===== config.mk =====
export PLATFORM = sky130hd
export DESIGN_NAME = cpuCore
export DESIGN_NICKNAME = d
export VERILOG_FILES = /design/src/isaPkg.sv /design/src/ctrlPkg.sv /design/src/memIf.sv /design/src/alu.sv /design/src/busTimer.sv /design/src/wbMaster.sv /design/src/datapath.sv /design/src/controlUnit.sv /design/src/cpuCore.sv
export VERILOG_INCLUDE_DIRS = /design/src
export SDC_FILE = /design/constraint.sdc
export NUM_CORES = 1
export LEC_CHECK = 0
export BUFFER_PORTS_ARGS = -buffer_cell sky130_fd_sc_hd__buf_2
export CAP_MARGIN = 20
export CORE_MARGIN = 5
export CORE_UTILIZATION = 40
export DETAILED_ROUTE_END_ITERATION = 10
export PLACE_DENSITY_LB_ADDON = 0.3
export SYNTH_ARGS = -nofsm -noshare
export SYNTH_HDL_FRONTEND = slang
export SYNTH_HIERARCHICAL = 1
export SYNTH_SLANG_ARGS = --single-unit

===== constraint.sdc =====
create_clock -name clk -period 12.4 [get_ports clk]
set_input_delay 2.48 -clock clk [delete_from_list [all_inputs] [get_ports clk]]
set_output_delay 2.48 -clock clk [all_outputs]
set_load 0.005 [all_outputs]

===== src/cpuConsts.svh =====
`ifndef CPU_CONSTS_SVH
`define CPU_CONSTS_SVH

`define WORD_WIDTH 16
`define REG_COUNT 4
`define RESET_PC 0
`define BUS_TIMEOUT 16  // wait cycles before a bus error

`endif


===== src/isaPkg.sv =====
`default_nettype none

`include "cpuConsts.svh"

package isaPkg;

    typedef logic [`WORD_WIDTH-1:0] word_t;

    typedef enum logic [3:0] {
        OP_BNE = 4'd0,
        OP_BEQ = 4'd1,
        OP_BGZ = 4'd2,
        OP_BLZ = 4'd3,
        OP_ADI = 4'd4,
        OP_ORI = 4'd5,
        OP_LHI = 4'd6,
        OP_LWD = 4'd7,
        OP_SWD = 4'd8,
        OP_JMP = 4'd9,
        OP_ALU = 4'd15
    } opcode_t;

    // function field of the register-register group
    typedef enum logic [5:0] {
        FN_ADD = 6'd0,
        FN_SUB = 6'd1,
        FN_AND = 6'd2,
        FN_ORR = 6'd3,
        FN_NOT = 6'd4,
        FN_TCP = 6'd5,
        FN_SHL = 6'd6,
        FN_SHR = 6'd7,
        FN_WWD = 6'd28,
        FN_HLT = 6'd29
    } func_t;

    typedef enum logic [3:0] {
        ALU_ADD,
        ALU_SUB,
        ALU_AND,
        ALU_ORR,
        ALU_NOT,
        ALU_TCP,
        ALU_SHL,
        ALU_SHR,
        ALU_PASS_HIGH,
        ALU_BNE,
        ALU_BEQ,
        ALU_BGZ,
        ALU_BLZ
    } aluOp_t;

endpackage

`default_nettype wire


===== src/ctrlPkg.sv =====
`default_nettype none

package ctrlPkg;

    typedef enum logic [2:0] {
        FETCH,
        DECODE,
        EXECUTE,
        MEMORY,
        WRITEBACK,
        HALT
    } state_t;

    // second alu operand
    typedef enum logic [1:0] {
        REG_B,
        IMM,
        ONE
    } srcB_t;

endpackage

`default_nettype wire


===== src/memIf.sv =====
`default_nettype none
`timescale 1ns/1ns

interface memIf
    import isaPkg::*;
();
    logic req;
    logic write;
    word_t addr;
    word_t wdata;
    word_t rdata;
    logic done;   // one-cycle completion pulse
    logic error;  // one-cycle failure pulse

    modport requester (output req, output write, input done, input error);
    modport addresser (output addr, output wdata, input rdata, input done);
    modport servant (
        input req,
        input write,
        input addr,
        input wdata,
        output rdata,
        output done,
        output error
    );
endinterface

`default_nettype wire


===== src/alu.sv =====
`default_nettype none
`timescale 1ns/1ns

module alu
    import isaPkg::*;
(
    input  aluOp_t op,
    input  word_t a,
    input  word_t b,
    output word_t result,
    output logic branchTaken
);
    always_comb
    begin
        result = '0;
        branchTaken = 1'b0;
        case (op)
            ALU_ADD: result = a + b;
            ALU_SUB: result = a - b;
            ALU_AND: result = a & b;
            ALU_ORR: result = a | b;
            ALU_NOT: result = ~a;
            ALU_TCP: result = ~a + b;  // b is one here
            ALU_SHL: result = a << 1;
            ALU_SHR: result = word_t'($signed(a) >>> 1);
            ALU_PASS_HIGH: result = b << 8;
            ALU_BNE: branchTaken = (a != b);
            ALU_BEQ: branchTaken = (a == b);
            ALU_BGZ: branchTaken = ($signed(a) > 0);
            ALU_BLZ: branchTaken = ($signed(a) < 0);
            default: ;
        endcase
    end

endmodule

`default_nettype wire


===== src/busTimer.sv =====
`default_nettype none
`timescale 1ns/1ns

`include "cpuConsts.svh"

module busTimer
(
    input  logic clk,
    input  logic reset,
    input  logic waiting,
    output logic expired
);
    localparam int CountWidth = $clog2(`BUS_TIMEOUT + 1);

    logic [CountWidth-1:0] count;

    always_ff @(posedge clk)
    begin
        if (reset || !waiting)
            count <= '0;
        else if (!expired)
            count <= count + 1'b1;  // saturates at the timeout
    end

    assign expired = (count == CountWidth'(`BUS_TIMEOUT));

endmodule

`default_nettype wire


===== src/wbMaster.sv =====
`default_nettype none
`timescale 1ns/1ns

module wbMaster
    import isaPkg::*;
(
    input  logic clk,
    input  logic reset,
    memIf.servant mem,
    output logic wbCyc,
    output logic wbStb,
    output logic wbWe,
    output word_t wbAdr,
    output word_t wbDatO,
    input  word_t wbDatI,
    input  logic wbAck
);
    logic busy;
    logic expired;
    logic start;

    busTimer watchdog (
        .clk(clk),
        .reset(reset),
        .waiting(busy && !wbAck),
        .expired(expired)
    );

    // no restart while the previous completion is still visible
    assign start = !busy && mem.req && !mem.done && !mem.error;

    always_ff @(posedge clk)
    begin
        if (reset)
        begin
            busy <= 1'b0;
            wbWe <= 1'b0;
            mem.done <= 1'b0;
            mem.error <= 1'b0;
        end
        else
        begin
            mem.done <= 1'b0;
            mem.error <= 1'b0;
            if (start)
            begin
                busy <= 1'b1;
                wbWe <= mem.write;
            end
            else if (busy && wbAck)
            begin
                busy <= 1'b0;
                wbWe <= 1'b0;
                mem.done <= 1'b1;
            end
            else if (busy && expired)
            begin
                busy <= 1'b0;
                wbWe <= 1'b0;
                mem.error <= 1'b1;
            end
        end
    end

    always_ff @(posedge clk)
    begin
        if (start)
        begin
            wbAdr <= mem.addr;
            wbDatO <= mem.wdata;
        end
        if (busy && wbAck)
            mem.rdata <= wbDatI;
    end

    assign wbCyc = busy;
    assign wbStb = busy;

endmodule

`default_nettype wire


===== src/datapath.sv =====
`default_nettype none
`timescale 1ns/1ns

`include "cpuConsts.svh"

module datapath
    import isaPkg::*;
    import ctrlPkg::*;
(
    input  logic clk,
    input  logic reset,
    memIf.addresser mem,
    input  aluOp_t aluOp,
    input  srcB_t srcB,
    input  logic pcWrite,
    input  logic irWrite,
    input  logic regWrite,
    input  logic mdrWrite,
    input  logic memAddrFromAlu,
    input  logic resultFromMem,
    input  logic outputValid,
    output opcode_t opcode,
    output func_t func,
    output logic branchTaken,
    output word_t outputPort
);
    word_t pc;
    word_t ir;
    word_t mdr;
    word_t aluOut;
    word_t aluResult;
    word_t regFile [`REG_COUNT];
    word_t regA;
    word_t regB;
    word_t opB;
    word_t imm;
    word_t nextPc;
    word_t outReg;
    logic [1:0] rs;
    logic [1:0] rt;
    logic [1:0] rd;
    logic [1:0] dest;

    assign opcode = opcode_t'(ir[15:12]);
    assign func = func_t'(ir[5:0]);
    assign rs = ir[11:10];
    assign rt = ir[9:8];
    assign rd = ir[7:6];
    assign dest = (opcode == OP_ALU) ? rd : rt;
    assign imm = (opcode == OP_ORI) ? {{(`WORD_WIDTH-8){1'b0}}, ir[7:0]}
                                    : {{(`WORD_WIDTH-8){ir[7]}}, ir[7:0]};
    assign regA = regFile[rs];
    assign regB = regFile[rt];

    always_comb
    begin
        case (srcB)
            IMM: opB = imm;
            ONE: opB = word_t'(1);
            default: opB = regB;
        endcase
    end

    alu aluUnit (
        .op(aluOp),
        .a(regA),
        .b(opB),
        .result(aluResult),
        .branchTaken(branchTaken)
    );

    // pc already points past the current instruction after fetch
    assign nextPc = irWrite ? pc + 1'b1
                  : (opcode == OP_JMP) ? {pc[15:12], ir[11:0]}
                  : pc + imm;

    assign mem.addr = memAddrFromAlu ? aluOut : pc;
    assign mem.wdata = regB;
    assign outputPort = outputValid ? regA : outReg;

    always_ff @(posedge clk)
    begin
        if (reset)
        begin
            pc <= word_t'(`RESET_PC);
            ir <= '0;
            outReg <= '0;
            for (int i = 0; i < `REG_COUNT; i++)
                regFile[i] <= '0;
        end
        else
        begin
            if (pcWrite)
                pc <= nextPc;
            if (irWrite && mem.done)
                ir <= mem.rdata;
            if (regWrite)
                regFile[dest] <= resultFromMem ? mdr : aluOut;
            if (outputValid)
                outReg <= regA;
        end
    end

    always_ff @(posedge clk)
    begin
        aluOut <= aluResult;
        if (mdrWrite && mem.done)
            mdr <= mem.rdata;
    end

endmodule

`default_nettype wire


===== src/controlUnit.sv =====
`default_nettype none
`timescale 1ns/1ns

module controlUnit
    import isaPkg::*;
    import ctrlPkg::*;
(
    input  logic clk,
    input  logic reset,
    input  opcode_t opcode,
    input  func_t func,
    input  logic branchTaken,
    memIf.requester mem,
    output aluOp_t aluOp,
    output srcB_t srcB,
    output logic pcWrite,
    output logic irWrite,
    output logic regWrite,
    output logic mdrWrite,
    output logic memAddrFromAlu,
    output logic resultFromMem,
    output logic outputValid,
    output logic halted,
    output logic busError
);
    state_t state;
    state_t nextState;
    logic isAluGroup;
    logic isImm;
    logic isMem;
    logic isBranch;
    logic aluFunc;
    logic writesReg;

    assign isAluGroup = (opcode == OP_ALU);
    assign isImm = (opcode == OP_ADI) || (opcode == OP_ORI) || (opcode == OP_LHI);
    assign isMem = (opcode == OP_LWD) || (opcode == OP_SWD);
    assign isBranch = (opcode == OP_BNE) || (opcode == OP_BEQ)
                   || (opcode == OP_BGZ) || (opcode == OP_BLZ);
    assign writesReg = isImm || (isAluGroup && aluFunc);

    always_comb
    begin
        aluOp = ALU_ADD;  // address add for LWD and SWD
        srcB = IMM;
        aluFunc = 1'b1;
        case (opcode)
            OP_BNE:
            begin
                aluOp = ALU_BNE;
                srcB = REG_B;
            end
            OP_BEQ:
            begin
                aluOp = ALU_BEQ;
                srcB = REG_B;
            end
            OP_BGZ:
            begin
                aluOp = ALU_BGZ;
                srcB = REG_B;
            end
            OP_BLZ:
            begin
                aluOp = ALU_BLZ;
                srcB = REG_B;
            end
            OP_ORI: aluOp = ALU_ORR;
            OP_LHI: aluOp = ALU_PASS_HIGH;
            OP_ALU:
            begin
                srcB = REG_B;
                case (func)
                    FN_ADD: aluOp = ALU_ADD;
                    FN_SUB: aluOp = ALU_SUB;
                    FN_AND: aluOp = ALU_AND;
                    FN_ORR: aluOp = ALU_ORR;
                    FN_NOT: aluOp = ALU_NOT;
                    FN_TCP:
                    begin
                        aluOp = ALU_TCP;
                        srcB = ONE;  // ~a + 1
                    end
                    FN_SHL: aluOp = ALU_SHL;
                    FN_SHR: aluOp = ALU_SHR;
                    default: aluFunc = 1'b0;  // WWD, HLT, unknown
                endcase
            end
            default: ;
        endcase
    end

    always_comb
    begin
        nextState = state;
        case (state)
            FETCH:
                if (mem.done)
                    nextState = DECODE;
            DECODE:
                nextState = (isAluGroup && func == FN_HLT) ? HALT : EXECUTE;
            EXECUTE:
                if (isMem)
                    nextState = MEMORY;
                else if (writesReg)
                    nextState = WRITEBACK;
                else
                    nextState = FETCH;  // branch, jump, WWD, no-op
            MEMORY:
                if (mem.done)
                    nextState = (opcode == OP_LWD) ? WRITEBACK : FETCH;
            WRITEBACK:
                nextState = FETCH;
            default:
                nextState = HALT;
        endcase
        if (mem.error)
            nextState = HALT;
    end

    always_ff @(posedge clk)
    begin
        if (reset)
        begin
            state <= FETCH;
            busError <= 1'b0;
        end
        else
        begin
            state <= nextState;
            if (mem.error)
                busError <= 1'b1;
        end
    end

    assign mem.req = (state == FETCH) || (state == MEMORY);
    assign mem.write = (state == MEMORY) && (opcode == OP_SWD);
    assign memAddrFromAlu = (state == MEMORY);
    assign irWrite = (state == FETCH);
    assign pcWrite = ((state == FETCH) && mem.done)
                  || ((state == EXECUTE) && ((opcode == OP_JMP) || (isBranch && branchTaken)));
    assign mdrWrite = (state == MEMORY) && (opcode == OP_LWD);
    assign regWrite = (state == WRITEBACK);
    assign resultFromMem = (opcode == OP_LWD);
    assign outputValid = (state == EXECUTE) && isAluGroup && (func == FN_WWD);
    assign halted = (state == HALT);

endmodule

`default_nettype wire


===== src/cpuCore.sv =====
`default_nettype none
`timescale 1ns/1ns

module cpuCore
    import isaPkg::*;
    import ctrlPkg::*;
(
    input  logic clk,
    input  logic reset,
    output logic wbCyc,
    output logic wbStb,
    output logic wbWe,
    output word_t wbAdr,
    output word_t wbDatO,
    input  word_t wbDatI,
    input  logic wbAck,
    output word_t outputPort,
    output logic outputValid,
    output logic halted,
    output logic busError
);
    memIf memBus ();

    opcode_t opcode;
    func_t func;
    aluOp_t aluOp;
    srcB_t srcB;
    logic branchTaken;
    logic pcWrite;
    logic irWrite;
    logic regWrite;
    logic mdrWrite;
    logic memAddrFromAlu;
    logic resultFromMem;

    controlUnit control (
        .clk(clk),
        .reset(reset),
        .opcode(opcode),
        .func(func),
        .branchTaken(branchTaken),
        .mem(memBus.requester),
        .aluOp(aluOp),
        .srcB(srcB),
        .pcWrite(pcWrite),
        .irWrite(irWrite),
        .regWrite(regWrite),
        .mdrWrite(mdrWrite),
        .memAddrFromAlu(memAddrFromAlu),
        .resultFromMem(resultFromMem),
        .outputValid(outputValid),
        .halted(halted),
        .busError(busError)
    );

    datapath path (
        .clk(clk),
        .reset(reset),
        .mem(memBus.addresser),
        .aluOp(aluOp),
        .srcB(srcB),
        .pcWrite(pcWrite),
        .irWrite(irWrite),
        .regWrite(regWrite),
        .mdrWrite(mdrWrite),
        .memAddrFromAlu(memAddrFromAlu),
        .resultFromMem(resultFromMem),
        .outputValid(outputValid),
        .opcode(opcode),
        .func(func),
        .branchTaken(branchTaken),
        .outputPort(outputPort)
    );

    wbMaster bus (
        .clk(clk),
        .reset(reset),
        .mem(memBus.servant),
        .wbCyc(wbCyc),
        .wbStb(wbStb),
        .wbWe(wbWe),
        .wbAdr(wbAdr),
        .wbDatO(wbDatO),
        .wbDatI(wbDatI),
        .wbAck(wbAck)
    );

endmodule

`default_nettype wire


==> metrics.md, run 1 <==
| Metric | Value |
|---|---|
| CTS Buf Count | 25 |
| Critical Path Fanout Max | 27 |
| Die Y | 192 um |
| CTS tree | yes |
| Die Width | 192 um |
| Remaining global-route overflow | 0 |
| Async set or reset register ratio after synthesis | 0% |
| CTS root buf | clkbuf_16 |
| Netlist cell types | 93 |
| Core area | 32600 um2 |
| RSZ-0062 raised after global routing | false |
| Worst-skew pair later-pin latency | 0.55 ns |
| Post-synth EDFFs | 128 |
| Largest net degree at the start of global routing | 66 |
| Crit Path Class | register to register |
| Starting DRT DRC Count | 1327 |
| Worst hold slack | 0.456 ns |
| Die Area | 36900 um2 |
| Finished Layout Cells | 1835 |
| Syn avg cell area | 9.98 um2 |
| Clock buffer depth | 3 |
| Setup TNS | 0 ns |
| Commonest cells after routing, fill and taps aside | nand2_1 (143), edfxtp_1 (128), nor2_1 (120) |
| Global-route wire length before repair | 61.6 mm |
| Slew @ Worst Pin | 1.15 ns |
| Worst Setup Slack, final | 5.18 ns |
| Worst Path Required | 12.89 ns |
| Worst min path class | register to register |
| Initial antenna violation count | 0 |
| Final Cycle Share | 58.2% |
| Final ANT Viol Nets | 0 |
| Register area share after synthesis | 41.2% |
| Placed Cells | 1788 |
| Clock transition at path regs | 0.06 ns |
| Max cap viols | 0 |
| Pre-Repair DR Iteration Count | 6 |
| Pwr/cell area | 129 nW/um2 |
| Crit end category | register |
| Min-delay src | bus/mem.rdata[7]$_DFFE_PP_ |
| Max Clock Freq | 139 MHz |
| Ratio of cells with drive above 1 in the final layout | 17.5% |
| Vias | 10600 |
| CP Data Arrival Time | 7.71 ns |
| Finish-stage setup viols | 0 |
| Initial Util | 40.6% |
| Synth Warn # | 6 |
| Crit path launch | path/ir[14]$_SDFFE_PP0P_ |
| Static Leak | 5.84 nW |
| WL final | 40.5 mm |
| Hold Vio Cnt, Final | 0 |
| Post-CTS setup buffer count | 0 |
| Diode count | 0 |
| Mapped Area | 13300 um2 |
| Slew HR | 23.1% |
| Vias per cell | 5.80 |
| Ports | 73 |
| Cell area after layout | 14800 um2 |
| Tmin final | 7.22 ns |
| H-tree Lvls | 1 |
| Post-DR wirelength/cell | 22.1 um |
| Cts hold-fix bufs | 0 |
| Top FF cell, synth | edfxtp_1 |
| Crit start category | register |
| Leading cell type in the layout, fill and taps excluded | nand2_1 |
| Placed Area | 14000 um2 |
| DP HPWL | 29.6 mm |
| GP Congestion | 0.989 |
| GRT Util Overall | 21.6% |
| Status | complete, no violations |
| Port Buffer Count | 72 |
| Synth-to-Final Area Change | 11.8% |
| Final max-slew violation count | 0 |
| Post-route clock skew | 0.0117 ns |
| Clk sinks | 209 |
| Fill cells | 3109 |
| Synth Register Bits | 209 |
| Residual DRC | 0 |
| Post-CTS sizing | 0 |
| Pre-CTS setup slack | 5.41 ns |
| Syn nets | 1438 |
| Reg2Reg Launch Point | path/ir[14]$_SDFFE_PP0P_ |
| Vias in the first global route | 10300 |
| Layout Nets | 1483 |
| Worst VDD drop | 0.102 mV |
| Post-synthesis cell count | 1329 |
| Num rows | 66 |
power by group:
group	internal [W]	switching, W
logic	0.000132	0.000221
clock network	0.000427	0.000299
registers	0.000795	0.0000388
total	0.00135	0.000559
critical path, cell delays in order, from the launching register on:
cell      delay, ns
dfxtp_1        0.65
nand4_2        0.22
nor4_2         0.35
nand2_1        0.15
nor2_1         0.16
ha_1           0.51
nand3b_1       0.30
nor2_1         0.47
a21o_1         0.20
inv_1          0.08
ha_1           0.37
nor4_1         0.76
nand4_1        0.22
o32a_1         0.33
a21oi_1        0.28
mux2i_1        0.15
o31ai_2        0.27
buf_4          0.34
nand2b_1       0.17
or3_1          0.44
or4_1          0.49
a21oi_1        0.13
or4b_1         0.12
per-stage QoR:
| step | util, % | total power, W |
|---|---|---|
| global placement | 42.9 | 0.00119 |
| finish | 45.4 | 0.00191 |
| detailed placement | 42.9 | 0.00120 |
| floorplan | - | 0.00106 |
| CTS | 45.4 | 0.00193 |
| global route | 45.4 | 0.00200 |
worst paths after layout:
path	depth (start not counted)	endpoint	slack (ns)
max	22	path/pc[14]$_SDFFE_PP0P_	5.18
min	0	path/mdr[7]$_DFFE_PP_	0.46
max reg2reg	22	path/pc[14]$_SDFFE_PP0P_	5.18
min reg2reg	0	path/mdr[7]$_DFFE_PP_	0.46
cell type report:
type                    instances  area, um2  area share [%]
well taps                     442        553            3.73
clock inverters                11        110           0.743
multi-input cells             966       7170            48.4
repair buffers                 92        510            3.44
inverters                      80        302            2.03
clock buffers                  35        714            4.82
flip-flops and latches        209       5470            36.9
synthesized netlist by cell type (28+ instances only):
master      n  area (um2)
mux4_2     33         743
o21ai_0    54         270
ha_1       87        1090
dfxtp_1    81        1620
edfxtp_1  128        3840
mux2_2     49         552
xnor2_1    35         307
inv_1      77         289
nor2b_1    35         219
nor2_1    120         450
nand2_1   143         537
a21oi_1    77         385
clkbuf_1   40         150
nand3_1    28         140
routing by layer:
layer  vias to the layer above  GRT usage, %  wire, um
li1                       4937             -         -
met1                      5204          29.9     17700
met2                       431          35.1     18900
met3                        66          3.80      2800
met4                         0          6.20      1220
met5                         -             0         0
sequential cells by signal (all words and copies together) (netlist names), named ones only:
signal and count:
path/regFile 64, bus/wbWe 1, path/aluOut 16, control/state 3, bus/mem.error 1, bus/wbAdr 16, bus/mem.done 1, bus/mem.rdata 16
path/mdr 16, path/pc 16, control/busError 1, path/outReg 16, path/ir 16, bus/wbCyc 1, bus/watchdog/count 5, bus/wbDatO 16
cells by family (layout without fill, tap and decap cells):
logic type / after synthesis / in the layout / synth area share, %
adders and majority gates: 90 / 90 / 8.66
DFF: 209 / 209 / 41.2
and+or+nand+nor: 452 / 452 / 17.0
muxes: 97 / 97 / 10.9
AOI/OAI and AO/OA: 276 / 276 / 13.9
buffers and inverters: 154 / 218 / 4.94
xor gates and xnor gates: 51 / 51 / 3.37
Note: power is estimated with default switching activity, not from simulation.
==> run 2, diff against run 1 <==
--- a/config.mk
+++ b/config.mk
@@ -6,6 +6,7 @@
 export SDC_FILE = /design/constraint.sdc
 export NUM_CORES = 1
 export LEC_CHECK = 0
+export ABC_AREA = 1
 export BUFFER_PORTS_ARGS = -buffer_cell sky130_fd_sc_hd__buf_2
 export CAP_MARGIN = 20
 export CORE_MARGIN = 5
==> constraint.sdc (replaced) <==
create_clock -name clk -period 5.9 [get_ports clk]
set_input_delay 1.18 -clock clk [delete_from_list [all_inputs] [get_ports clk]]
set_output_delay 1.18 -clock clk [all_outputs]
set_load 0.005 [all_outputs]
==> run 2 against run 1 <==
  * Count of clock-buffer cells in the layout decreased by 9
  * Final cell count increased by 29%
  * Clock skew increased by 0.013 ns
  * Clock power increased by 120%
  * Register-to-register slack got worse by 4.4 ns
  * Fmax increased by 41%
  * Cell area increased by 3.7%
  * Die area increased by 3.4%
  * Flip-flop and latch count unchanged
  * Total power increased by 120%
  * Largest power group unchanged
==> metrics.md, run 2 <==
| Metric | Value |
|---|---|
| Status | complete, no violations |
| Post-DR wirelength/cell | 18.8 um (-15%) |
| Max reg flops | 64 (unchanged) |
| Routed wl met2 | 21.1 mm (+12%) |
| Leading cell type in the layout, fill and taps excluded | nand2_1 |
| Hold Vio Cnt, Final | 0 (unchanged) |
| Die Width | 195 um (+1.7%) |
| Fill cells | 3409 (+9.6%) |
| Async set or reset register ratio after synthesis | 0% (unchanged) |
| GRT Util Overall | 22.5% (+0.84 points) |
| Reg area | 5470 um2 (unchanged) |
| Crit start category | register |
| Clock transition at path regs | 0.06 ns (about the same) |
| H-tree Lvls | 1 (unchanged) |
| Clk sinks | 209 (unchanged) |
| Static Leak | 6.83 nW (+17%) |
| Final ANT Viol Nets | 0 (unchanged) |
| R2r setup slk | 0.79 ns (-4.39 ns) |
| Num rows | 67 (+1.5%) |
| Mapped Area | 13700 um2 (+3.6%) |
| Synth Register Bits | 209 (unchanged) |
| Synth top area share | 28.0% (-1.0 points) |
| Largest area contributor in the netlist | edfxtp_1 |
| Reg2Reg Launch Point | path/ir[13]$_SDFFE_PP0P_ |
| Port Buffer Count | 72 (unchanged) |
| Top delay family on crit path | simple AND/OR/NAND/NOR gates |
| Starting DRT DRC Count | 1275 (-3.9%) |
| Count leader, synth | nand2_1 |
| Met1 Wirelength | 18.4 mm (+4.0%) |
| Vias per cell | 5.40 (-6.9%) |
| Met3 routed WL | 2.97 mm (+5.8%) |
| Ports | 73 (unchanged) |
| Max layer used | met4 |
| Finish-stage setup viols | 0 (unchanged) |
| Most used cell, CP | nand2_1 |
| CP Data Arrival Time | 5.52 ns (-2.19 ns) |
| Remaining global-route overflow | 0 (unchanged) |
| Cell area after layout | 15400 um2 (+3.7%) |
| Diode count | 0 (unchanged) |
| Post-synth top cells | nand2_1 (436), nor2_1 (243), inv_1 (235), o21ai_0 (137), edfxtp_1 (128) |
| WL final | 44.5 mm (+9.8%) |
| Vias in the first global route | 12400 (+20%) |
| Setup TNS | 0 ns (unchanged) |
| Post-CTS sizing | 0 (unchanged) |
| Die Area | 38100 um2 (+3.4%) |
| Slowest CP cell | ha_1 |
| Top reg by flops | path/regFile |
| Worst min path class | register to register |
| RSZ-0062 raised after global routing | false |
| Commonest cells after routing, fill and taps aside | nand2_1 (436), nor2_1 (243), inv_1 (235) |
| Pwr/cell area | 278 nW/um2 (+120%) |
| Initial Util | 40.8% (+0.11 points) |
| Crit path launch | path/ir[13]$_SDFFE_PP0P_ |
| Largest net degree at the start of global routing | 34 (-48%) |
| Initial antenna violation count | 0 (unchanged) |
| Worst-skew pair later-pin latency | 0.55 ns (about the same) |
| Register area share after synthesis | 39.8% (-1.4 points) |
| Post-CTS setup buffer count | 0 (unchanged) |
| Slew @ Worst Pin | 1.05 ns (-0.101 ns) |
| GP Congestion | 0.980 (-0.92%) |
| Netlist cell types | 51 (-45%) |
| Area of the multi-input gates | 7030 um2 (-1.9%) |
| Vias | 12800 (+20%) |
| Final Cycle Share | 86.5% (+28 points) |
| Final max-slew violation count | 0 (unchanged) |
| DP HPWL | 33.6 mm (+14%) |
| Pre-Repair DR Iteration Count | 5 (-1) |
| Cts hold-fix bufs | 0 (unchanged) |
| Core area | 33700 um2 (+3.3%) |
| Max Clock Freq | 196 MHz (+41%) |
| Post-synthesis cell count | 1847 (+39%) |
| Synth-to-Final Area Change | 11.9% (about the same) |
| Worst VDD drop | 0.217 mV (+110%) |
| Placed Area | 14500 um2 (+3.7%) |
| Clock buffer depth | 3 (unchanged) |
| Post-route clock skew | 0.0246 ns (+0.0128 ns) |
| Worst Path Required | 6.32 ns (-6.57 ns) |
| Ratio of cells with drive above 1 in the final layout | 9.82% (-7.7 points) |
| Max cap viols | 0 (unchanged) |
| Buf/Inv on CP | 4 (+2) |
| Synth area leaders | edfxtp_1 (28%), nand2_1 (12%), dfxtp_1 (12%) |
| Layout Nets | 2015 (+36%) |
| Min-delay src | bus/mem.rdata[4]$_DFFE_PP_ |
| Residual DRC | 0 (unchanged) |
| Syn avg cell area | 7.44 um2 (-25%) |
| CTS tree | yes |
| Top FF cell, synth | edfxtp_1 |
| Die Y | 195 um (+1.7%) |
| CTS Buf Count | 24 (-4.0%) |
| Critical Path Fanout Max | 18 (-33%) |
| Post-synth EDFFs | 128 (unchanged) |
| Global-route wire length before repair | 68.6 mm (+11%) |
| Slew HR | 30.0% (+6.9 points) |
| Crit Path Class | register to register |
| CTS root buf | clkbuf_16 |
| Crit end category | register |
| Synth Warn # | 6 (unchanged) |
| Worst path max stage delay | 0.52 ns (-0.24 ns) |
| Tmin final | 5.11 ns (-2.11 ns) |
| Syn nets | 1956 (+36%) |
run 2: final cells by class:
type	count	area share (%)
Tap cell	448	3.65
Sequential cell	209	35.6
Inverter	247	6.03
Timing Repair Buffer	94	3.42
Clock buffer	26	4.05
Clock inverter	18	1.54
Multi-Input combinational cell	1330	45.8
run 2: path summary, 6_finish.rpt:
kind	depth (start not counted)	to
setup / recovery	25	path/pc[0]$_SDFFE_PP0P_
hold / removal	0	path/mdr[4]$_DFFE_PP_
setup reg to reg	25	path/pc[0]$_SDFFE_PP0P_
hold reg to reg	0	path/mdr[4]$_DFFE_PP_
run 2: where the power goes:
group / internal [W] / total (W) / switching, W
clock network: 0.000952 / 0.00159 / 0.000642
registers: 0.00167 / 0.00175 / 0.0000786
logic: 0.000296 / 0.000933 / 0.000637
total: 0.00292 / 0.00428 / 0.00136
run 2: cell families after synthesis:
group                      synth area share [%]
AOI/OAI and AO/OA                          12.8
xor gates and xnor gates                   1.66
adders and majority gates                  8.36
buffers and inverters                      9.08
DFF                                        39.8
and+or+nand+nor                            28.3
run 2: metal layers:
layer | vias to the layer above | GRT usage [%]
met2 | 537 | 38.6
met3 | 115 | 2.84
met1 | 5959 | 28.4
met5 | - | 0
met4 | 0 | 9.93
li1 | 6194 | -
run 2: stage by stage:
| stage | instances | hold slack, ns | power, W | worst slack [ns] | utilization, % |
|---|---|---|---|---|---|
| after floorplan | 1847 | 0.421 | 0.00236 | 1.78 | - |
| after global placement | 2328 | 0.436 | 0.00269 | 0.986 | 43.1 |
| after detailed placement | 2328 | 0.440 | 0.00270 | 0.953 | 43.1 |
| after CTS | 2372 | 0.455 | 0.00429 | 0.910 | 45.6 |
| after global routing | 2372 | 0.465 | 0.00449 | 0.0809 | 45.6 |
| final | 2372 | 0.445 | 0.00428 | 0.794 | 45.6 |
